File: config.mk
export PLATFORM = sky130hd
export DESIGN_NAME = cp0_top
export DESIGN_NICKNAME = d
export VERILOG_FILES = /design/src/hw/cp0_pkg.sv /design/src/hw/cp0_exc_ctrl.sv /design/src/hw/cp0_timer.sv /design/src/hw/cp0_regs.sv /design/src/hw/cp0_top.sv
export VERILOG_INCLUDE_DIRS = /design/src /design/src/hw
export SDC_FILE = /design/constraint.sdc
export NUM_CORES = 1
export LEC_CHECK = 0
export BUFFER_PORTS_ARGS = -buffer_cell sky130_fd_sc_hd__clkbuf_2
export CORE_MARGIN = 4
export CORE_UTILIZATION = 53
export DETAILED_ROUTE_END_ITERATION = 7
export MAX_ROUTING_LAYER = met4
export PLACE_DENSITY = 0.83
export SLEW_MARGIN = 30
export SYNTH_ARGS = -nofsm -noshare
export SYNTH_HDL_FRONTEND = slang
export SYNTH_SLANG_ARGS = --single-unit
File: constraint.sdc
create_clock -name clk -period 2.5 [get_ports clk]
set_input_delay 0.375 -clock clk [delete_from_list [all_inputs] [get_ports clk]]
set_output_delay 0.375 -clock clk [all_outputs]
set_load 0.05 [all_outputs]
File: src/hw/cp0_cfg.svh
`ifndef CP0_CFG_SVH
`define CP0_CFG_SVH

`define CP0_DATA_W 32

// Register address is {rd, sel}
`define CP0_ADDR_BADVADDR {5'd8, 3'd0}
`define CP0_ADDR_COUNT    {5'd9, 3'd0}
`define CP0_ADDR_COMPARE  {5'd11, 3'd0}
`define CP0_ADDR_STATUS   {5'd12, 3'd0}
`define CP0_ADDR_CAUSE    {5'd13, 3'd0}
`define CP0_ADDR_EPC      {5'd14, 3'd0}
`define CP0_ADDR_PRID     {5'd15, 3'd0}
`define CP0_ADDR_CONFIG   {5'd16, 3'd0}

`define CP0_PRID_VAL         32'h0000_4220
`define CP0_CONFIG_RESET     32'h8000_0083 // M set, MT 1, K0 cached
`define CP0_STATUS_BEV_RESET 1'b1
`define CP0_EPC_BD_OFFSET    32'd4

// Writable field positions
`define CP0_STATUS_CU0 28
`define CP0_STATUS_BEV 22
`define CP0_STATUS_IM  15:8
`define CP0_STATUS_UM  4
`define CP0_STATUS_ERL 2
`define CP0_STATUS_EXL 1
`define CP0_STATUS_IE  0
`define CP0_CAUSE_IP_SW 9:8
`define CP0_CONFIG_K0  2:0

// Architectural ExcCode values
`define CP0_EXC_INT  5'd0
`define CP0_EXC_ADEL 5'd4
`define CP0_EXC_ADES 5'd5
`define CP0_EXC_SYS  5'd8
`define CP0_EXC_BP   5'd9
`define CP0_EXC_RI   5'd10
`define CP0_EXC_CPU  5'd11
`define CP0_EXC_OV   5'd12
`define CP0_EXC_TRAP 5'd13

`endif

File: src/hw/cp0_pkg.sv
`include "cp0_cfg.svh"

package cp0_pkg;

    // Exception kind as reported by the pipeline
    typedef enum logic [4:0] {
        NONE = 5'd0,
        INT,
        ADEL,
        ADES,
        SYS,
        BP,
        RI,
        CPU,
        OV,
        TRAP
    } exc_type_e;

    // Instruction sitting in the memory stage
    typedef struct packed {
        logic                   valid;
        logic                   inst_mtc0;
        logic                   inst_eret;
        logic                   ex;         // Exception flagged upstream
        logic                   bd;         // In a branch delay slot
        exc_type_e              exc_type;
        logic [4:0]             rd;
        logic [2:0]             sel;
        logic [`CP0_DATA_W-1:0] alu_result; // mtc0 data or data address
        logic [`CP0_DATA_W-1:0] pc;
    } mem_req_t;

    // One-hot register select
    typedef struct packed {
        logic badvaddr;
        logic count;
        logic compare;
        logic status;
        logic cause;
        logic epc;
        logic prid;
        logic config0;
    } reg_sel_t;

    typedef struct packed {
        reg_sel_t               sel;
        logic                   we;
        logic [`CP0_DATA_W-1:0] data;
    } cp0_wr_t;

    // Exception entry or eret this cycle
    typedef struct packed {
        logic                   take;
        logic                   eret;
        logic                   bd;
        logic [4:0]             exc_code;
        logic                   cpu_unusable;
        logic [`CP0_DATA_W-1:0] epc_val;
        logic                   badvaddr_we;
        logic [`CP0_DATA_W-1:0] badvaddr_val;
    } exc_event_t;

endpackage

File: src/hw/cp0_exc_ctrl.sv
`timescale 1ns/1ps
`include "cp0_cfg.svh"

module cp0_exc_ctrl (
    input  cp0_pkg::mem_req_t   mem,
    output cp0_pkg::cp0_wr_t    access,
    output cp0_pkg::exc_event_t exc_event,
    output logic                eret_flush
);

    logic [7:0]             addr;
    logic                   addr_err;
    logic                   pc_misaligned;
    logic [4:0]             exc_code;
    cp0_pkg::reg_sel_t      sel_dec;

    assign addr = {mem.rd, mem.sel};

    // Address decode also drives the read mux, so no write qualifier here
    always_comb begin
        sel_dec = '0;
        case (addr)
            `CP0_ADDR_BADVADDR: sel_dec.badvaddr = 1'b1;
            `CP0_ADDR_COUNT:    sel_dec.count    = 1'b1;
            `CP0_ADDR_COMPARE:  sel_dec.compare  = 1'b1;
            `CP0_ADDR_STATUS:   sel_dec.status   = 1'b1;
            `CP0_ADDR_CAUSE:    sel_dec.cause    = 1'b1;
            `CP0_ADDR_EPC:      sel_dec.epc      = 1'b1;
            `CP0_ADDR_PRID:     sel_dec.prid     = 1'b1;
            `CP0_ADDR_CONFIG:   sel_dec.config0  = 1'b1;
            default:            sel_dec          = '0;
        endcase
    end

    assign access.sel  = sel_dec;
    assign access.we   = mem.valid && mem.inst_mtc0 && !mem.ex; // Faulting mtc0 writes nothing
    assign access.data = mem.alu_result;

    // Pipeline exception kind to Cause.ExcCode
    always_comb begin
        case (mem.exc_type)
            cp0_pkg::INT:  exc_code = `CP0_EXC_INT;
            cp0_pkg::ADEL: exc_code = `CP0_EXC_ADEL;
            cp0_pkg::ADES: exc_code = `CP0_EXC_ADES;
            cp0_pkg::SYS:  exc_code = `CP0_EXC_SYS;
            cp0_pkg::BP:   exc_code = `CP0_EXC_BP;
            cp0_pkg::RI:   exc_code = `CP0_EXC_RI;
            cp0_pkg::CPU:  exc_code = `CP0_EXC_CPU;
            cp0_pkg::OV:   exc_code = `CP0_EXC_OV;
            cp0_pkg::TRAP: exc_code = `CP0_EXC_TRAP;
            default:       exc_code = 5'd0;
        endcase
    end

    assign pc_misaligned = (mem.pc[1:0] != 2'b00);
    assign addr_err      = (mem.exc_type == cp0_pkg::ADEL) || (mem.exc_type == cp0_pkg::ADES);

    assign exc_event.take         = mem.valid && mem.ex;
    assign exc_event.eret         = mem.valid && mem.inst_eret && !mem.ex;
    assign exc_event.bd           = mem.bd;
    assign exc_event.exc_code     = exc_code;
    assign exc_event.cpu_unusable = (mem.exc_type == cp0_pkg::CPU);

    // Delay slot faults restart at the branch
    assign exc_event.epc_val = mem.bd ? mem.pc - `CP0_EPC_BD_OFFSET : mem.pc;

    assign exc_event.badvaddr_we = exc_event.take && addr_err;

    // Fetch fault on a bad pc, otherwise the data address
    assign exc_event.badvaddr_val = (mem.exc_type == cp0_pkg::ADEL && pc_misaligned) ?
                                    mem.pc : mem.alu_result;

    assign eret_flush = exc_event.eret;

endmodule

File: src/hw/cp0_timer.sv
`timescale 1ns/1ps
`include "cp0_cfg.svh"

module cp0_timer (
    input  logic                   clk,
    input  logic                   reset,
    input  cp0_pkg::cp0_wr_t       access,
    output logic [`CP0_DATA_W-1:0] count,
    output logic [`CP0_DATA_W-1:0] compare,
    output logic                   timer_int
);

    logic tick;
    logic count_we;
    logic compare_we;

    assign count_we   = access.we && access.sel.count;
    assign compare_we = access.we && access.sel.compare;

    // Count runs at half the core clock
    always_ff @(posedge clk) begin
        if (reset) begin
            tick <= 1'b0;
        end else begin
            tick <= ~tick;
        end
    end

    always_ff @(posedge clk) begin
        if (reset) begin
            count <= '0;
        end else if (count_we) begin
            count <= access.data; // Write wins over increment
        end else if (tick) begin
            count <= count + 1'b1;
        end
    end

    always_ff @(posedge clk) begin
        if (reset) begin
            compare <= '0;
        end else if (compare_we) begin
            compare <= access.data;
        end
    end

    // Writing Compare acknowledges the timer interrupt
    always_ff @(posedge clk) begin
        if (reset) begin
            timer_int <= 1'b0;
        end else if (compare_we) begin
            timer_int <= 1'b0;
        end else if (count == compare) begin
            timer_int <= 1'b1;
        end
    end

endmodule

File: src/hw/cp0_regs.sv
`timescale 1ns/1ps
`include "cp0_cfg.svh"

module cp0_regs (
    input  logic                   clk,
    input  logic                   reset,
    input  cp0_pkg::cp0_wr_t       access,
    input  cp0_pkg::exc_event_t    exc_event,
    input  logic [5:0]             ext_int,
    input  logic [`CP0_DATA_W-1:0] count,
    input  logic [`CP0_DATA_W-1:0] compare,
    input  logic                   timer_int,
    output logic [`CP0_DATA_W-1:0] rdata,
    output logic [`CP0_DATA_W-1:0] epc,
    output logic                   status_exl,
    output logic                   int_req,
    output logic [2:0]             config_k0
);

    localparam logic [`CP0_DATA_W-1:0] CONFIG_RESET_WORD = `CP0_CONFIG_RESET;

    logic                   status_we;
    logic                   cause_we;
    logic                   epc_we;
    logic                   config_we;

    logic                   status_cu0;
    logic                   status_bev;
    logic [7:0]             status_im;
    logic                   status_um;
    logic                   status_erl;
    logic                   status_ie;

    logic                   cause_bd;
    logic [1:0]             cause_ce;
    logic [5:0]             ext_int_q;
    logic [1:0]             cause_ip_sw;
    logic [7:0]             cause_ip;
    logic [4:0]             cause_exc_code;

    logic [`CP0_DATA_W-1:0] badvaddr;
    logic [`CP0_DATA_W-1:0] status_word;
    logic [`CP0_DATA_W-1:0] cause_word;
    logic [`CP0_DATA_W-1:0] config_word;

    assign status_we = access.we && access.sel.status;
    assign cause_we  = access.we && access.sel.cause;
    assign epc_we    = access.we && access.sel.epc;
    assign config_we = access.we && access.sel.config0;

    always_ff @(posedge clk) begin
        if (reset) begin
            status_cu0 <= 1'b0;
            status_bev <= `CP0_STATUS_BEV_RESET;
            status_im  <= '0;
            status_um  <= 1'b0;
            status_erl <= 1'b0;
            status_ie  <= 1'b0;
        end else if (status_we) begin
            status_cu0 <= access.data[`CP0_STATUS_CU0];
            status_bev <= access.data[`CP0_STATUS_BEV];
            status_im  <= access.data[`CP0_STATUS_IM];
            status_um  <= access.data[`CP0_STATUS_UM];
            status_erl <= access.data[`CP0_STATUS_ERL];
            status_ie  <= access.data[`CP0_STATUS_IE];
        end
    end

    always_ff @(posedge clk) begin
        if (reset) begin
            status_exl <= 1'b0;
        end else if (exc_event.take) begin
            status_exl <= 1'b1; // Exception beats eret and mtc0
        end else if (exc_event.eret) begin
            status_exl <= 1'b0;
        end else if (status_we) begin
            status_exl <= access.data[`CP0_STATUS_EXL];
        end
    end

    // EPC and BD only track the outermost exception
    always_ff @(posedge clk) begin
        if (reset) begin
            epc      <= '0;
            cause_bd <= 1'b0;
        end else if (exc_event.take && !status_exl) begin
            epc      <= exc_event.epc_val;
            cause_bd <= exc_event.bd;
        end else if (epc_we) begin
            epc <= access.data;
        end
    end

    always_ff @(posedge clk) begin
        if (reset) begin
            cause_exc_code <= '0;
            cause_ce       <= '0;
        end else if (exc_event.take) begin
            cause_exc_code <= exc_event.exc_code;
            if (exc_event.cpu_unusable) begin
                cause_ce <= 2'd1; // Only CP1 is reported unusable
            end
        end
    end

    always_ff @(posedge clk) begin
        if (reset) begin
            badvaddr <= '0;
        end else if (exc_event.badvaddr_we) begin
            badvaddr <= exc_event.badvaddr_val;
        end
    end

    // Hardware lines sampled one edge late, software bits by mtc0
    always_ff @(posedge clk) begin
        if (reset) begin
            ext_int_q   <= '0;
            cause_ip_sw <= '0;
        end else begin
            ext_int_q <= ext_int;
            if (cause_we) begin
                cause_ip_sw <= access.data[`CP0_CAUSE_IP_SW];
            end
        end
    end

    always_ff @(posedge clk) begin
        if (reset) begin
            config_k0 <= CONFIG_RESET_WORD[`CP0_CONFIG_K0];
        end else if (config_we) begin
            config_k0 <= access.data[`CP0_CONFIG_K0];
        end
    end

    assign cause_ip = {ext_int_q[5] | timer_int, ext_int_q[4:0], cause_ip_sw}; // Timer shares IP7

    assign int_req = (|(cause_ip & status_im)) && status_ie && !status_exl;

    assign status_word = {3'b0, status_cu0, 5'b0, status_bev, 6'b0, status_im,
                          3'b0, status_um, 1'b0, status_erl, status_exl, status_ie};
    assign cause_word  = {cause_bd, timer_int, cause_ce, 12'b0, cause_ip,
                          1'b0, cause_exc_code, 2'b0};
    assign config_word = {CONFIG_RESET_WORD[`CP0_DATA_W-1:3], config_k0};

    // mfc0 read mux on the one-hot select
    always_comb begin
        rdata = '0;
        if (access.sel.badvaddr) rdata = badvaddr;
        if (access.sel.count)    rdata = count;
        if (access.sel.compare)  rdata = compare;
        if (access.sel.status)   rdata = status_word;
        if (access.sel.cause)    rdata = cause_word;
        if (access.sel.epc)      rdata = epc;
        if (access.sel.prid)     rdata = `CP0_PRID_VAL;
        if (access.sel.config0)  rdata = config_word;
    end

endmodule

File: src/hw/cp0_top.sv
`timescale 1ns/1ps
`include "cp0_cfg.svh"

module cp0_top (
    input  logic                   clk,
    input  logic                   reset,
    input  cp0_pkg::mem_req_t      mem,
    input  logic [5:0]             ext_int,
    output logic [`CP0_DATA_W-1:0] rdata,
    output logic                   eret_flush,
    output logic [`CP0_DATA_W-1:0] epc,
    output logic                   status_exl,
    output logic                   int_req,
    output logic [2:0]             config_k0
);

    cp0_pkg::cp0_wr_t       access;
    cp0_pkg::exc_event_t    exc_event;
    logic [`CP0_DATA_W-1:0] count;
    logic [`CP0_DATA_W-1:0] compare;
    logic                   timer_int;

    // Memory stage decode
    cp0_exc_ctrl u_exc_ctrl (
        .mem        (mem),
        .access     (access),
        .exc_event  (exc_event),
        .eret_flush (eret_flush)
    );

    cp0_timer u_timer (
        .clk       (clk),
        .reset     (reset),
        .access    (access),
        .count     (count),
        .compare   (compare),
        .timer_int (timer_int)
    );

    cp0_regs u_regs (
        .clk        (clk),
        .reset      (reset),
        .access     (access),
        .exc_event  (exc_event),
        .ext_int    (ext_int),
        .count      (count),
        .compare    (compare),
        .timer_int  (timer_int),
        .rdata      (rdata),
        .epc        (epc),
        .status_exl (status_exl),
        .int_req    (int_req),
        .config_k0  (config_k0)
    );

endmodule

# [Yosys cells after proc, flatten, opt, wreduce, memory -nomap -nowiden]
# Memories as Yosys holds them, arrays and structs flattened.
# Cells that the tools add are included.
[word_totals] regBits=162 romBits=64 inputBits=90 out_inout_bits=70 word_cells=89 memories=1
[classes] add_sub_neg=2 eq_ne=12 n_mux=26 n_bitwise=3 n_reduce_logical=26
[mem_list] name="(name not given)" depth=16 width=4 read_ports=1 rd_clocked_by_memory_dff=0 write_ports=0 line="cp0_exc_ctrl.sv:41" source="case (mem.exc_type)"
[ops] cell="2-to-1 mux 32 bit" n=14
[ops] cell="equality test 8 x 7 -> 1 bit (second input constant)" n=7
[ops] cell="adder 32 x 1 -> 32 bit (second input constant)" n=1
[ops] cell="equality test 32 bit" n=1
[ops] cell="subtractor 32 x 3 -> 32 bit (second input constant)" n=1
[ops] cell="logical AND 1 bit" n=16
[ops] cell="2-to-1 mux 1 bit" n=11
[ops] cell="equality test 5 x 2 -> 1 bit (second input constant)" n=2
[ops] cell="bitwise AND 8 bit" n=1
[ops] cell="equality test 8 bit (second input constant)" n=1
[ops] cell="OR reduction 8 bit" n=1
[ops] cell="nonzero test 2 bit" n=3
[ops] cell="equality test 5 x 3 -> 1 bit (second input constant)" n=1
[ops] cell="2-to-1 mux 5 bit" n=1
[ops] cell="nonzero test 3 bit" n=1
[ops] cell="zero test 1 bit" n=2
[ops] cell="AND reduction 2 bit" n=1
[ops] cell="OR reduction 2 bit" n=1
[ops] cell="logical OR 1 bit" n=1
[ops] cell="inverter 1 bit" n=1
[ops] cell="OR 1 bit" n=1

# [Depth between registers and ports, before layout]
[depth] word_depth=10 mapped_depth=8 depth_no_buf=7

# [Modules after synthesis]
# A second synthesis with hierarchy kept.
[hier_totals] cells_unflattened=1297 area_unflattened_um2=10094.7
[by_module_without_submodules] mod="cp0_regs" n_inst=1 cells_per_inst=702 area_per_inst_um2=5196.2 seq_area_each_um2=1921.8
[by_module_without_submodules] mod="cp0_timer" n_inst=1 cells_per_inst=402 area_per_inst_um2=3334.4 seq_area_each_um2=1321.3
[by_module_without_submodules] mod="cp0_exc_ctrl" n_inst=1 cells_per_inst=193 area_per_inst_um2=1564.0 seq_area_each_um2=0.0

# [Worst setup path after synthesis]
# No wires, ideal clock.
[synth_timing] path_kind="input -> output" start="in mem[69] in the netlist's numbering" end="out rdata[19]" t_arrival_ns=2.820 required_time_ns=2.125 setup_slack_ns=-0.695 path_stages=8 n_path_buf=3 path_cell_list="clkbuf_1 nand3b_1 buf_2 nor2_1 nor3_1 clkbuf_1 o31ai_1 o21ai_0"
[synth_via] elab_chain_len=10 word_cells_on_any_way=24 cone_classes="eq/ne (8); mux (16)"
[synth_rtl] item="start: declaration" line="cp0_top.sv:7" source="input cp0_pkg::mem_req_t mem,"
[synth_rtl] item="equality test 8 x 7 -> 1 bit" line="cp0_exc_ctrl.sv:22" source="case (addr)"
[synth_rtl] item="2-to-1 mux 1 bit" line="cp0_exc_ctrl.sv:22"
[synth_rtl] item="2-to-1 mux 32 bit" line="cp0_regs.sv:148" source="if (access.sel.badvaddr) rdata = badvaddr;"
[synth_rtl] item="2-to-1 mux 32 bit" line="cp0_regs.sv:149" source="if (access.sel.count) rdata = count;"
[synth_rtl] item="2-to-1 mux 32 bit" line="cp0_regs.sv:150" source="if (access.sel.compare) rdata = compare;"
[synth_rtl] item="2-to-1 mux 32 bit" line="cp0_regs.sv:151" source="if (access.sel.status) rdata = status_word;"
[synth_rtl] item="2-to-1 mux 32 bit" line="cp0_regs.sv:152" source="if (access.sel.cause) rdata = cause_word;"
[synth_rtl] item="2-to-1 mux 32 bit" line="cp0_regs.sv:153" source="if (access.sel.epc) rdata = epc;"
[synth_rtl] item="2-to-1 mux 32 bit" line="cp0_regs.sv:154" source="if (access.sel.prid) rdata = `CP0_PRID_VAL;"
[synth_rtl] item="2-to-1 mux 32 bit *" line="cp0_regs.sv:155" source="if (access.sel.config0) rdata = config_word;"
[synth_rtl] item="end: declaration" line="cp0_top.sv:9" source="output logic [`CP0_DATA_W-1:0] rdata,"
# Mark *: on every way between the ends. The rest lies on a longest branch, timed or not.

# [Final worst setup path]
[layout_timing] start="in mem[69] in the netlist's numbering" end="out rdata[28]"
# The elaborated chain is that of the path after synthesis.

==> flow_summary.toml <==
[worst_setup_path]
crit_path_end_kind = "output pin"
critPathKind = "input pin to output pin"
crit_path_max_fanout = 8
critical_path_arrival_ps = 2100
required_ps = 2120
crit_path_start_kind = "input pin"

[synthesis]
synth_edf_count = 0
synth-seq-cells = 161
synth_seq_area_share_pct = 35.0
syn_inst = 1180
synth_cell_types = 61
synth_area_sq_mm = 0.00921
synthMuxAreaShare_pct = 6.75
synthAdderAreaFrac_pct = 0.272
synth_compound_area_share_pct = 19.6
synthXorXnorAreaFrac_pct = 8.75
synth_nets = 1272
async_flop_share_pct = 0
synthFlopType = "dfxtp_1"
synth_top_family_by_area = "simple AND/OR/NAND/NOR gates"
yosys.area_share.simple_pct = 25.4
ys_warn_count = 0
avgSynthCellArea_sq_um = 7.80

[route]
drcViolationCount = 0
viasPerCell = 6.36
via_count = 9971
drtPass1Iterations = 6
totalWireLength_um = 35600
ant_nets = 0
routedWlPerCell_um = 22.7
first_iter_violations = 1382

[cells_and_area]
areaGrowthSynthToFinish_pct = 25.4
layout_common_cells = "164 x nor2_1, 161 x dfxtp_1, 156 x nand2_1"
multi_input_area_sq_mm = 0.00574
utilization_pct = 68.6
antenna_cells = 0
nets = 1426
nFillCells = 1415
fin_cells = 1567
layout_commonest_cell = "nor2_1"
seqCellArea_sq_mm = 0.00322
drive_above_1_share_pct = 22.8

[sta]
setup_viol = 0
fin_crit_sh_pct = 99.1
finalHoldViolCount = 0
worstMarginPinSlew_ps = 676
slew_headroom_pct = 54.9
setup-tns-final_ps = 0
clock_skew_ps = 8.26
max_freq_mhz = 404
drv_slew = 0
min_period_ps = 2480

[clock_tree]
htree_levels = 4
insertion_delay_ps = 430
root_buffer = "clkbuf_16"
cts_max_path_buffers = 2
cts_tree = "done"
numCtsBuffers = 17
clk_pin_slew_ps = 70
cts.repair.resized = 0
clock_sinks = 161
post-cts-setup-buffer-count = 0
hold_buffers = 0

[global_route]
antenna_found_initial = 0
overflow = 0
grt_pass1_vias = 9129
grt_max_degree = 71
grt_pass1_wl_um = 53900
track_usage_pct = 36.3

[placement]
gp_congestion = 1.01
placed_cells = 1535
dpl.hpwl_um = 26700
port_buffers = 159

[floorplan]
initial_core_util_pct = 54.7
rows = 47
dieWidth_um = 140
die_h_um = 140
die-area_sq_mm = 0.0195
num_io_pins = 160
design.core.area_sq_mm = 0.0168

[min_path]
min-delay-path-class = "input pin to flop"

[run]
cap_violations = 0

[run_status]
status = "complete, no violations"

[power_and_ir_drop]
cellLeakagePower_uw = 0.00408
peakVddDrop_v = 0.000508
powerDensity_mw_per_mm2 = 543
worst max-delay path, cell delays in order:
cell and delay, ps:
clkbuf_2 120, buf_6 150, nand3b_1 160, buf_6 140, nor2_1 50, buf_4 160
a222oi_1 570, a21oi_2 180, buf_12 190
kinds of logic after synthesis:
logic type | count (synthesis)
and+or+nand+nor | 492
AOI/OAI and AO/OA | 274
DFF | 161
buffers and inverters | 97
xor gates and xnor gates | 92
muxes | 62
adders and majority gates | 2
area by class of cell:
cell class	instances	area share [%]
well taps	220	2.38
inverters	3	0.0975
clock buffers	25	4.38
flip-flops and latches	161	27.9
repair buffers	229	14.5
clock inverters	7	1.04
multi-input cells	922	49.7
power breakdown:
group / internal [uW] / total (uW) / switching (uW) / leakage (uW)
Clock: 1710 / 2780 / 1070 / 0.000304
Sequential: 2620 / 2690 / 73.0 / 0.00131
Combinational: 253 / 796 / 542 / 0.00247
cells in the mapped netlist (3+ instances only):
master    number  area share [%]
o31ai_1       13             1.1
a211oi_1      70             5.7
nor2_1       167             6.8
xor2_1        38             3.6
buf_4          4            0.33
and3b_1        5            0.48
nor4_2         3            0.41
a311oi_1      14             1.3
nand3_1       23             1.3
a222oi_1       8            0.87
inv_1          3            0.12
nor3_1        23             1.3
o21ai_0       30             1.6
a21oi_1       92             5.0
buf_2          5            0.27
clkbuf_1      80             3.3
a22oi_1       10            0.82
and2_1         3            0.20
buf_1          5            0.20
nor2b_1       17             1.2
o22ai_1        6            0.41
a31o_2         7            0.67
xnor2_1       54             5.1
nand2b_1       6            0.41
a211o_1        3            0.29
nand3b_1       4            0.33
or3_1         12            0.82
or2_2          3            0.20
nor4_1        14            0.95
dfxtp_1      161              35
nand4_1       28             1.9
a31oi_1        4            0.27
mux2i_1       61             6.6
nand2_1      156             6.4
and3_1         9            0.61
a221oi_1       3            0.29
state kept, by name (all words and copies together), names as in the netlist, 2 cells and up:
signal and cells:
u_regs.epc 32, u_timer.count 32, u_regs.cause_exc_code 4, u_regs.ext_int_q 6
u_regs.cause_ip_sw 2, u_regs.status_im 8, u_regs.badvaddr 32, u_timer.compare 32
u_regs.config_k0 3
metal layers:
metal	share of wire, %	vias to the layer above	track usage, %	wire length, um
li1	-	4541	-	-
met1	42	4695	51.0	14800
met2	43	652	51.4	15400
met3	12	83	8.27	4370
met4	2.7	0	12.0	961
met5	0	-	-	0
metrics by stage:
| step | hold slack [ps] | power [uW] | cell area, sq um | setup WS (ps) |
|---|---|---|---|---|
| 3_5_place_dp | 472 | 3520 | 10900 | 103 |
| 4_1_cts | 141 | 6240 | 11500 | 75.0 |
| 6_report | 149 | 6270 | 11500 | 22.8 |
| 3_3_place_gp | 468 | 3510 | 10900 | 91.8 |
| 2_1_floorplan | 437 | 3160 | 9310 | -299 |
| 5_1_grt | 152 | 6420 | 11500 | -9.10 |
final timing paths:
check | slack, ps | cells after the start | start | to
setup reg to reg | 430 | 5 | u_timer.count[7] | u_timer.count[19]
hold reg to reg | 480 | 2 | u_regs.cause_bd | u_regs.cause_bd
hold / removal | 150 | 2 | ext_int[4] | u_regs.ext_int_q[4]
setup / recovery | 20 | 9 | mem[69] | rdata[28]
Power figures use the tool's default switching activity.
